`src/design/dcache_pkg.sv`:
```
/* Data cache shared definitions */

`default_nettype none

package dcache_pkg;

    //////////////////////////////////////////////////////////////////////
    // Geometry
    //////////////////////////////////////////////////////////////////////

    localparam int ADDR_W   = 16;
    localparam int XLEN     = 32;
    localparam int BLOCK_W  = 128;
    localparam int DEPTH    = 16;

    // Address split into tag, index, word select and byte
    localparam int OFFSET_W = $clog2(BLOCK_W / 8);
    localparam int WSEL_W   = $clog2(BLOCK_W / XLEN);
    localparam int INDEX_W  = $clog2(DEPTH);
    localparam int TAG_W    = ADDR_W - INDEX_W - OFFSET_W;

    //////////////////////////////////////////////////////////////////////
    // Types
    //////////////////////////////////////////////////////////////////////

    typedef logic [ADDR_W-1:0]      addr_t;
    typedef logic [XLEN-1:0]        word_t;
    typedef logic [XLEN/8-1:0]      strb_t;
    typedef logic [BLOCK_W-1:0]     block_t;
    typedef logic [BLOCK_W/8-1:0]   bstrb_t;
    typedef logic [INDEX_W-1:0]     index_t;
    typedef logic [TAG_W-1:0]       tag_t;

    typedef enum logic [1:0] {RD_IDLE, RD_LOOKUP, RD_REFILL, RD_RESPOND} rd_state_t;
    typedef enum logic [1:0] {WR_IDLE, WR_MEMWRITE, WR_ACK} wr_state_t;

    // Everything from here up is uncached
    localparam addr_t IO_BASE = 16'hF000;

    function automatic logic is_io(input addr_t addr);
        return (addr >= IO_BASE);
    endfunction

endpackage

`default_nettype wire

```
`src/design/dcache_blocks.sv`:
```
/* Cache block storage */

`timescale 1ns/1ps
`default_nettype none

module dcache_blocks (
    input  wire                        aclk,
    input  wire                        rst_n,
    // Lookup port 1 for the read path
    input  wire  dcache_pkg::index_t   p1_index,
    input  wire  dcache_pkg::tag_t     p1_tag,
    output logic                       p1_hit,
    output dcache_pkg::block_t         p1_data,
    // Lookup port 2 for the write path
    input  wire  dcache_pkg::index_t   p2_index,
    input  wire  dcache_pkg::tag_t     p2_tag,
    output logic                       p2_hit,
    // Whole block refill
    input  wire                        refill_en,
    input  wire  dcache_pkg::index_t   refill_index,
    input  wire  dcache_pkg::tag_t     refill_tag,
    input  wire  dcache_pkg::block_t   refill_data,
    // Byte strobed update
    input  wire                        upd_en,
    input  wire  dcache_pkg::index_t   upd_index,
    input  wire  dcache_pkg::block_t   upd_data,
    input  wire  dcache_pkg::bstrb_t   upd_strb
);

    logic [dcache_pkg::DEPTH-1:0] valid;
    dcache_pkg::tag_t             tag_mem  [0:dcache_pkg::DEPTH-1];
    dcache_pkg::block_t           data_mem [0:dcache_pkg::DEPTH-1];

    //////////////////////////////////////////////////////////////////////
    // Combinational lookup on both ports
    //////////////////////////////////////////////////////////////////////

    assign p1_hit  = valid[p1_index] && (tag_mem[p1_index] == p1_tag);
    assign p1_data = data_mem[p1_index];

    assign p2_hit  = valid[p2_index] && (tag_mem[p2_index] == p2_tag);

    //////////////////////////////////////////////////////////////////////
    // Storage writes
    //////////////////////////////////////////////////////////////////////

    always_ff @(posedge aclk or negedge rst_n) begin
        if (!rst_n) begin
            valid <= '0;
        end else if (refill_en) begin
            valid[refill_index] <= 1'b1;
        end
    end

    always_ff @(posedge aclk) begin
        if (refill_en) begin
            tag_mem[refill_index]  <= refill_tag;
            data_mem[refill_index] <= refill_data;
        end else if (upd_en && valid[upd_index]) begin
            // Only the strobed bytes of the line change
            for (int i = 0; i < dcache_pkg::BLOCK_W / 8; i++) begin
                if (upd_strb[i]) begin
                    data_mem[upd_index][8*i +: 8] <= upd_data[8*i +: 8];
                end
            end
        end
    end

    // Reader and writer are kept apart by the busy flags
    refill_upd_exclusive: assert property (
        @(posedge aclk) disable iff (!rst_n) !(refill_en && upd_en)
    );

endmodule

`default_nettype wire

```
`src/design/dcache_reader.sv`:
```
/* Data cache read path */

`timescale 1ns/1ps
`default_nettype none

module dcache_reader (
    input  wire                        aclk,
    input  wire                        rst_n,
    // Core read request
    input  wire                        rd_valid,
    output logic                       rd_ready,
    input  wire  dcache_pkg::addr_t    rd_addr,
    // Core read response
    output logic                       rsp_valid,
    input  wire                        rsp_ready,
    output dcache_pkg::word_t          rsp_data,
    // Memory block read
    output logic                       mem_arvalid,
    input  wire                        mem_arready,
    output dcache_pkg::addr_t          mem_araddr,
    input  wire                        mem_rvalid,
    output logic                       mem_rready,
    input  wire  dcache_pkg::block_t   mem_rdata,
    // Ordering between reads and writes
    input  wire                        wr_busy,
    output logic                       rd_busy,
    // Storage
    output dcache_pkg::index_t         p1_index,
    output dcache_pkg::tag_t           p1_tag,
    input  wire                        p1_hit,
    input  wire  dcache_pkg::block_t   p1_data,
    output logic                       refill_en,
    output dcache_pkg::index_t         refill_index,
    output dcache_pkg::tag_t           refill_tag,
    output dcache_pkg::block_t         refill_data
);

    dcache_pkg::rd_state_t                state;
    dcache_pkg::addr_t                    addr_q;
    dcache_pkg::addr_t                    lookup_addr;
    logic [dcache_pkg::WSEL_W-1:0]        wsel;
    dcache_pkg::block_t                   src_block;
    dcache_pkg::word_t                    sel_word;
    logic                                 rd_accept;
    logic                                 r_done;

    assign rd_ready  = (state == dcache_pkg::RD_IDLE) && !wr_busy;
    assign rd_accept = rd_valid && rd_ready;
    // A pending request already counts, so a write arriving with it loses
    assign rd_busy   = (state != dcache_pkg::RD_IDLE) || rd_valid;

    //////////////////////////////////////////////////////////////////////
    // Lookup and word select
    //////////////////////////////////////////////////////////////////////

    // Incoming address while idle, so a miss is known at acceptance
    assign lookup_addr = (state == dcache_pkg::RD_IDLE) ? rd_addr : addr_q;
    assign p1_index    = lookup_addr[dcache_pkg::OFFSET_W +: dcache_pkg::INDEX_W];
    assign p1_tag      = lookup_addr[dcache_pkg::ADDR_W-1 -: dcache_pkg::TAG_W];

    assign wsel      = addr_q[dcache_pkg::OFFSET_W-1 -: dcache_pkg::WSEL_W];
    assign src_block = (state == dcache_pkg::RD_LOOKUP) ? p1_data : mem_rdata;
    assign sel_word  = src_block[wsel*dcache_pkg::XLEN +: dcache_pkg::XLEN];

    //////////////////////////////////////////////////////////////////////
    // Memory side
    //////////////////////////////////////////////////////////////////////

    assign mem_araddr = addr_q & ~dcache_pkg::addr_t'(dcache_pkg::BLOCK_W / 8 - 1);
    // Data is taken only once the address has gone out
    assign mem_rready = (state == dcache_pkg::RD_REFILL) && !mem_arvalid;
    assign r_done     = mem_rvalid && mem_rready;

    // IO data passes through and is never installed
    assign refill_en    = r_done && !dcache_pkg::is_io(addr_q);
    assign refill_index = addr_q[dcache_pkg::OFFSET_W +: dcache_pkg::INDEX_W];
    assign refill_tag   = addr_q[dcache_pkg::ADDR_W-1 -: dcache_pkg::TAG_W];
    assign refill_data  = mem_rdata;

    assign rsp_valid = (state == dcache_pkg::RD_RESPOND);

    //////////////////////////////////////////////////////////////////////
    // Read FSM
    //////////////////////////////////////////////////////////////////////

    always_ff @(posedge aclk or negedge rst_n) begin
        if (!rst_n) begin
            state       <= dcache_pkg::RD_IDLE;
            mem_arvalid <= 1'b0;
        end else begin
            case (state)
                dcache_pkg::RD_IDLE: begin
                    if (rd_accept) begin
                        if (dcache_pkg::is_io(rd_addr) || !p1_hit) begin
                            state       <= dcache_pkg::RD_REFILL;
                            mem_arvalid <= 1'b1;
                        end else begin
                            state <= dcache_pkg::RD_LOOKUP;
                        end
                    end
                end
                dcache_pkg::RD_LOOKUP: begin
                    state <= dcache_pkg::RD_RESPOND;
                end
                dcache_pkg::RD_REFILL: begin
                    if (mem_arvalid && mem_arready) begin
                        mem_arvalid <= 1'b0;
                    end
                    if (r_done) begin
                        state <= dcache_pkg::RD_RESPOND;
                    end
                end
                dcache_pkg::RD_RESPOND: begin
                    if (rsp_ready) begin
                        state <= dcache_pkg::RD_IDLE;
                    end
                end
                default: begin
                    state <= dcache_pkg::RD_IDLE;
                end
            endcase
        end
    end

    always_ff @(posedge aclk) begin
        if (rd_accept) begin
            addr_q <= rd_addr;
        end
        if ((state == dcache_pkg::RD_LOOKUP) || r_done) begin
            rsp_data <= sel_word;
        end
    end

    // A block read goes out only for IO or for a line that is not resident
    araddr_only_on_miss: assert property (
        @(posedge aclk) disable iff (!rst_n)
        mem_arvalid |-> (dcache_pkg::is_io(addr_q) || !p1_hit)
    );

    rsp_held_on_stall: assert property (
        @(posedge aclk) disable iff (!rst_n)
        (rsp_valid && !rsp_ready) |=> (rsp_valid && $stable(rsp_data))
    );

endmodule

`default_nettype wire

```
`src/design/dcache_writer.sv`:
```
/* Data cache write-through path */

`timescale 1ns/1ps
`default_nettype none

module dcache_writer (
    input  wire                        aclk,
    input  wire                        rst_n,
    // Core write request
    input  wire                        wr_valid,
    output logic                       wr_ready,
    input  wire  dcache_pkg::addr_t    wr_addr,
    input  wire  dcache_pkg::word_t    wr_data,
    input  wire  dcache_pkg::strb_t    wr_strb,
    // Core write acknowledge
    output logic                       wack_valid,
    input  wire                        wack_ready,
    // Memory word write
    output logic                       mem_awvalid,
    input  wire                        mem_awready,
    output dcache_pkg::addr_t          mem_awaddr,
    output dcache_pkg::word_t          mem_wdata,
    output dcache_pkg::strb_t          mem_wstrb,
    // Memory write response
    input  wire                        mem_bvalid,
    output logic                       mem_bready,
    // Ordering between reads and writes
    input  wire                        rd_busy,
    output logic                       wr_busy,
    // Storage
    output dcache_pkg::index_t         p2_index,
    output dcache_pkg::tag_t           p2_tag,
    input  wire                        p2_hit,
    output logic                       upd_en,
    output dcache_pkg::index_t         upd_index,
    output dcache_pkg::block_t         upd_data,
    output dcache_pkg::bstrb_t         upd_strb
);

    dcache_pkg::wr_state_t                state;
    dcache_pkg::addr_t                    addr_q;
    dcache_pkg::word_t                    data_q;
    dcache_pkg::strb_t                    strb_q;
    logic [dcache_pkg::WSEL_W-1:0]        wsel;
    logic                                 upd_first;
    logic                                 wr_accept;

    assign wr_ready  = (state == dcache_pkg::WR_IDLE) && !rd_busy;
    assign wr_accept = wr_valid && wr_ready;
    assign wr_busy   = (state != dcache_pkg::WR_IDLE);

    //////////////////////////////////////////////////////////////////////
    // Cache update on hit
    //////////////////////////////////////////////////////////////////////

    assign p2_index  = addr_q[dcache_pkg::OFFSET_W +: dcache_pkg::INDEX_W];
    assign p2_tag    = addr_q[dcache_pkg::ADDR_W-1 -: dcache_pkg::TAG_W];
    assign upd_index = p2_index;

    // Word copied into every lane, strobes pick the one that counts
    assign wsel     = addr_q[dcache_pkg::OFFSET_W-1 -: dcache_pkg::WSEL_W];
    assign upd_data = {(dcache_pkg::BLOCK_W / dcache_pkg::XLEN){data_q}};
    assign upd_strb = dcache_pkg::bstrb_t'(strb_q) << (wsel * (dcache_pkg::XLEN / 8));

    // One cycle after acceptance, and only for a resident cached line
    assign upd_en = upd_first && p2_hit && !dcache_pkg::is_io(addr_q);

    //////////////////////////////////////////////////////////////////////
    // Memory side
    //////////////////////////////////////////////////////////////////////

    assign mem_awaddr = addr_q & ~dcache_pkg::addr_t'(dcache_pkg::XLEN / 8 - 1);
    assign mem_wdata  = data_q;
    assign mem_wstrb  = strb_q;
    assign mem_bready = (state == dcache_pkg::WR_MEMWRITE) && !mem_awvalid;

    assign wack_valid = (state == dcache_pkg::WR_ACK);

    //////////////////////////////////////////////////////////////////////
    // Write FSM
    //////////////////////////////////////////////////////////////////////

    always_ff @(posedge aclk or negedge rst_n) begin
        if (!rst_n) begin
            state       <= dcache_pkg::WR_IDLE;
            mem_awvalid <= 1'b0;
            upd_first   <= 1'b0;
        end else begin
            upd_first <= wr_accept;
            case (state)
                dcache_pkg::WR_IDLE: begin
                    if (wr_accept) begin
                        state       <= dcache_pkg::WR_MEMWRITE;
                        mem_awvalid <= 1'b1;
                    end
                end
                dcache_pkg::WR_MEMWRITE: begin
                    if (mem_awvalid && mem_awready) begin
                        mem_awvalid <= 1'b0;
                    end
                    if (mem_bvalid && mem_bready) begin
                        state <= dcache_pkg::WR_ACK;
                    end
                end
                dcache_pkg::WR_ACK: begin
                    if (wack_ready) begin
                        state <= dcache_pkg::WR_IDLE;
                    end
                end
                default: begin
                    state <= dcache_pkg::WR_IDLE;
                end
            endcase
        end
    end

    always_ff @(posedge aclk) begin
        if (wr_accept) begin
            addr_q <= wr_addr;
            data_q <= wr_data;
            strb_q <= wr_strb;
        end
    end

    wstrb_nonzero: assert property (
        @(posedge aclk) disable iff (!rst_n) mem_awvalid |-> (mem_wstrb != '0)
    );

endmodule

`default_nettype wire

```
`src/design/dcache_top.sv`:
```
/* Write-through data cache */

`timescale 1ns/1ps
`default_nettype none

module dcache_top (
    input  wire                        aclk,
    input  wire                        rst_n,
    // Core side
    input  wire                        rd_valid,
    output logic                       rd_ready,
    input  wire  dcache_pkg::addr_t    rd_addr,
    output logic                       rsp_valid,
    input  wire                        rsp_ready,
    output dcache_pkg::word_t          rsp_data,
    input  wire                        wr_valid,
    output logic                       wr_ready,
    input  wire  dcache_pkg::addr_t    wr_addr,
    input  wire  dcache_pkg::word_t    wr_data,
    input  wire  dcache_pkg::strb_t    wr_strb,
    output logic                       wack_valid,
    input  wire                        wack_ready,
    // Memory side
    output logic                       mem_arvalid,
    input  wire                        mem_arready,
    output dcache_pkg::addr_t          mem_araddr,
    input  wire                        mem_rvalid,
    output logic                       mem_rready,
    input  wire  dcache_pkg::block_t   mem_rdata,
    output logic                       mem_awvalid,
    input  wire                        mem_awready,
    output dcache_pkg::addr_t          mem_awaddr,
    output dcache_pkg::word_t          mem_wdata,
    output dcache_pkg::strb_t          mem_wstrb,
    input  wire                        mem_bvalid,
    output logic                       mem_bready
);

    // Ordering flags
    logic                  rd_busy;
    logic                  wr_busy;

    // Storage ports
    dcache_pkg::index_t    p1_index;
    dcache_pkg::tag_t      p1_tag;
    logic                  p1_hit;
    dcache_pkg::block_t    p1_data;
    dcache_pkg::index_t    p2_index;
    dcache_pkg::tag_t      p2_tag;
    logic                  p2_hit;
    logic                  refill_en;
    dcache_pkg::index_t    refill_index;
    dcache_pkg::tag_t      refill_tag;
    dcache_pkg::block_t    refill_data;
    logic                  upd_en;
    dcache_pkg::index_t    upd_index;
    dcache_pkg::block_t    upd_data;
    dcache_pkg::bstrb_t    upd_strb;

    dcache_reader reader (.*);

    dcache_writer writer (.*);

    dcache_blocks blocks (.*);

endmodule

`default_nettype wire

```
`config.mk`:
```
export PLATFORM = sky130hd
export DESIGN_NAME = dcache_top
export DESIGN_NICKNAME = d
export VERILOG_FILES = /design/src/design/dcache_pkg.sv /design/src/design/dcache_blocks.sv /design/src/design/dcache_reader.sv /design/src/design/dcache_writer.sv /design/src/design/dcache_top.sv
export SDC_FILE = /design/constraint.sdc
export NUM_CORES = 2
export LEC_CHECK = 0
export BUFFER_PORTS_ARGS = -buffer_cell sky130_fd_sc_hd__buf_2
export CAP_MARGIN = 20
export CORE_UTILIZATION = 35
export CTS_CLUSTER_DIAMETER = 150
export DETAILED_ROUTE_END_ITERATION = 10
export GPL_TIMING_DRIVEN = 1
export HOLD_SLACK_MARGIN = 0.08
export SLEW_MARGIN = 10
export SYNTH_ARGS = -nofsm -noshare
export SYNTH_HDL_FRONTEND = slang
export SYNTH_SLANG_ARGS = --single-unit
```
`constraint.sdc`:
```
create_clock -name aclk -period 3.39 [get_ports aclk]
set_input_delay 0.339 -clock aclk [delete_from_list [all_inputs] [get_ports aclk]]
set_output_delay 0.339 -clock aclk [all_outputs]
set_load 0.1 [all_outputs]
```
==> impl_metrics.csv <==
group,metric,value,unit
setup_path,crit_slowest_cell,"mux4_2",
global_routing,grt_use_total,21.3,%
detailed_routing,vias,53700,
status,violations,"design-rule violations, negative setup slack",
global_routing,grt-ovfl-total,0,
timing,setup_tns,-1549970,ps
flow_run,max-cap-violations,0,
floorplanning,io_pins,314,
timing,setup_violations,4129,
synth,async_flop_share,1.00,%
timing,fin_crit,3940,ps
timing,fin_skew,123,ps
synth,synth_warnings,0,
clocking,h-tree-depth,4,
timing,slew_headroom,39.7,%
global_routing,grt_start_max_net_pins,65,
synth,yosys.cell_count.top_type,"edfxtp_1",
synth,synthTopCellsByArea,"edfxtp_1, mux4_2, nand2_1",
timing,clock.fmax,254,MHz
global_routing,grt_pass1_wl,409000,um
synth,syn_area_per_cell,18.6,um2
clocking,clk_latency,920,ps
place,place_hpwl,204000,um
synth,yosys.area.top_type_share,73.1,%
detailed_routing,drc,72,
floorplanning,initial_utilization,35.2,%
synth,ys.flop_type,"edfxtp_1",
floorplanning,num_rows,189,
global_routing,first_global_vias,54700,
floorplanning,die-area,269000,um2
setup_path,worst_path_largest_cell_delay,530,ps
timing,worstMarginPinSlew,901,ps
setup_path,worstSetupPathType,"flip-flop to flip-flop",
layout,final_nets,6527,
place,routabilityCongestion,0.870,
timing,fin_ws,-548,ps
layout,final_core_util,45.4,%
hold_path,hold_path_class,"primary input to flip-flop",
timing,rsz0062_at_grt,"true",
place,place_ws,-888,ps
setup_path,worstPathRequired,4030,ps
setup_path,cp_cell_sequence,"buf_12, buf_12, mux4_2, mux4_2, xor2_4, nor2_4, nand3_2, or3_4, buf_12, buf_6, a21oi_4, buf_12, buf_16, nor2_4, buf_12",
layout,synthToLayoutAreaGrowth,29.0,%
clocking,path_clk_slew,60,ps
hold_path,min_from,"mem_rdata[83]",
power_and_ir_drop,p_leak,0.0409,uW
synth,synth-edff-count,2272,
synth,synthTopCellsByCount,"edfxtp_1, nand2_1, mux4_2",
floorplanning,fp.coreArea,265000,um2
setup_path,end_kind,"flip-flop",
detailed_routing,avgViaCountPerCell,5.34,
detailed_routing,drt_pass1_iterations,9,
setup_path,cp_max_fo,8,
setup_path,cp_top_family,"buffers and inverters",
layout,drive_above_1_share,38.7,%
setup_path,cpMostUsedCell,"buf_12",
status,outcome,"complete, but fails checks",
floorplanning,die_h,518,um
setup_path,critical_path_buf_inv_count,7,
power_and_ir_drop,cellPowerDensity,704,nW/um2
power_and_ir_drop,ir_worst_vdd,0.539,mV
timing,hold_viol,0,
synth,seq_area_frac_synth,73.8,%
detailed_routing,wirelength,288000,um
global_routing,antenna_found_initial,30,
clocking,cts_buffer_depth,4,
detailed_routing,drtIter0Drc,5641,
synth,ys_seq_elements,2299,
synth,syn_inst,5009,
setup_path,start_kind,"flip-flop",
place,placed_cells,9363,
timing,post-route-period-util,116,%
setup_path,worst_ep_arrival_time,4580,ps
timing,drv_slew,0,
place,portBuffers,303,
clocking,cts_tree,"done",
clocking,cts_made_buffers,243,
detailed_routing,wl_per_cell,28.7,um
layout,instances_no_fill,10100,
synth,synth.largest_area_cell,"edfxtp_1",
synth,syn_area,93300,um2
clocking,root_buffer,"clkbuf_16",
detailed_routing,ant_nets,0,
synth,ys_types,52,
clocking,cts_sinks,2299,
floorplanning,die_x,518,um
==> state kept, by name (all words and copies together) (netlist names), named ones only <==
register,count
blocks.data_mem,2048
blocks.tag_mem,128
blocks.valid,16
reader.addr_q,14
reader.mem_arvalid,1
reader.rsp_data,32
reader.state,2
writer.addr_q,14
writer.mem_awvalid,1
writer.mem_wdata,32
writer.mem_wstrb,4
writer.state,2
writer.upd_first,1
==> metal layers <==
layer	up-vias	global-route usage, %	routed length (um)
met5	-	0	49
met4	6	9.18	14000
met3	464	3.35	20200
met2	2284	34.4	138000
met1	28400	28.5	116000
li1	22600	-	-
==> path summary, 6_finish.rpt <==
| kind | end | slack (ps) | cells after the start |
|---|---|---|---|
| max | blocks.data_mem[3][75] | -550 | 15 |
| min | blocks.data_mem[10][83] | 110 | 4 |
| max reg2reg | blocks.data_mem[3][75] | -550 | 15 |
| min reg2reg | blocks.valid[15] | 490 | 1 |
| max in group asynchronous | blocks.valid[2] | 2710 | 4 |
| min in group asynchronous | writer.state[0] | 440 | 4 |
==> tightest hold or removal path, stage by stage <==
cell	delay, ps
buf_2	170
nand2_1	80
nand2_1	50
buf_4	180
==> layout by cell type (no fill, tap or decap), types with 6 or more instances in the layout <==
master and count:
buf_2 303, nand3_1 26, nor2_1 99, nand4_1 9, clkinv_1 50, clkinvlp_4 17, dfrtp_1 23, a21oi_4 7
buf_4 520, a21oi_1 6, and3_1 147, buf_12 328, mux2_2 37, mux4_2 635, nand2_1 865, clkbuf_1 39
diode_2 15, dlygate4sd3_1 191, buf_6 45, or2_2 17, mux2i_1 37, nor2b_1 13, nor2_2 66, clkinv_4 12
inv_6 6, a31oi_4 19, conb_1 6, bufinv_16 21, buf_16 8, clkbuf_16 247, xor2_1 8, nand2b_1 7
edfxtp_1 2272, xnor2_1 12, nor2_4 141, nor3_1 9, clkinv_2 44, a31oi_1 133
==> power breakdown <==
part           leakage (uW)  total (uW)  internal (uW)  switching, uW
Clock               0.00375       26000          14900          11100
Combinational        0.0164       26100          11000          15100
Sequential           0.0208       32500          32100            455
Total                0.0409       84700          58000          26700
==> timing repair <==
action / in CTS / in global routing
pin swaps: 16 / 24
setup buffers: 29 / 23
setup endpoints to repair: 4132 / 4133
resized for setup: 122 / 84
cloned: 3 / 1
hold buffers: 192 / 0
hold endpoints to repair: 1874 / 0
==> kinds of logic after synthesis <==
group / synth area share [%]
AOI/OAI and AO/OA: 1.50
xor gates and xnor gates: 0.207
adders and majority gates: 0.0537
buffers and inverters: 1.72
DFF: 73.8
muxes: 16.3
other: 0.00402
and+or+nand+nor: 6.40
==> stage by stage <==
step                power, uW  cell area [um2]  hold WS (ps)
global route            87300           120000          98.8
floorplan               47900            94400          43.4
detailed placement      58500           109000           419
CTS                     84800           120000          80.8
global placement        58400           109000           406
finish                  84700           120000           110
==> final cells by class <==
cell class	instances	area [um2]
clock inverter	153	1410
antenna	15	37.5
sequential	2299	68900
tap	3533	4420
fill	22300	145000
clock buffer	286	6320
multi-input combinational	2368	24500
inverter	8	33.8
timing repair buffer	1397	14700
Power figures use the tool's default switching activity.
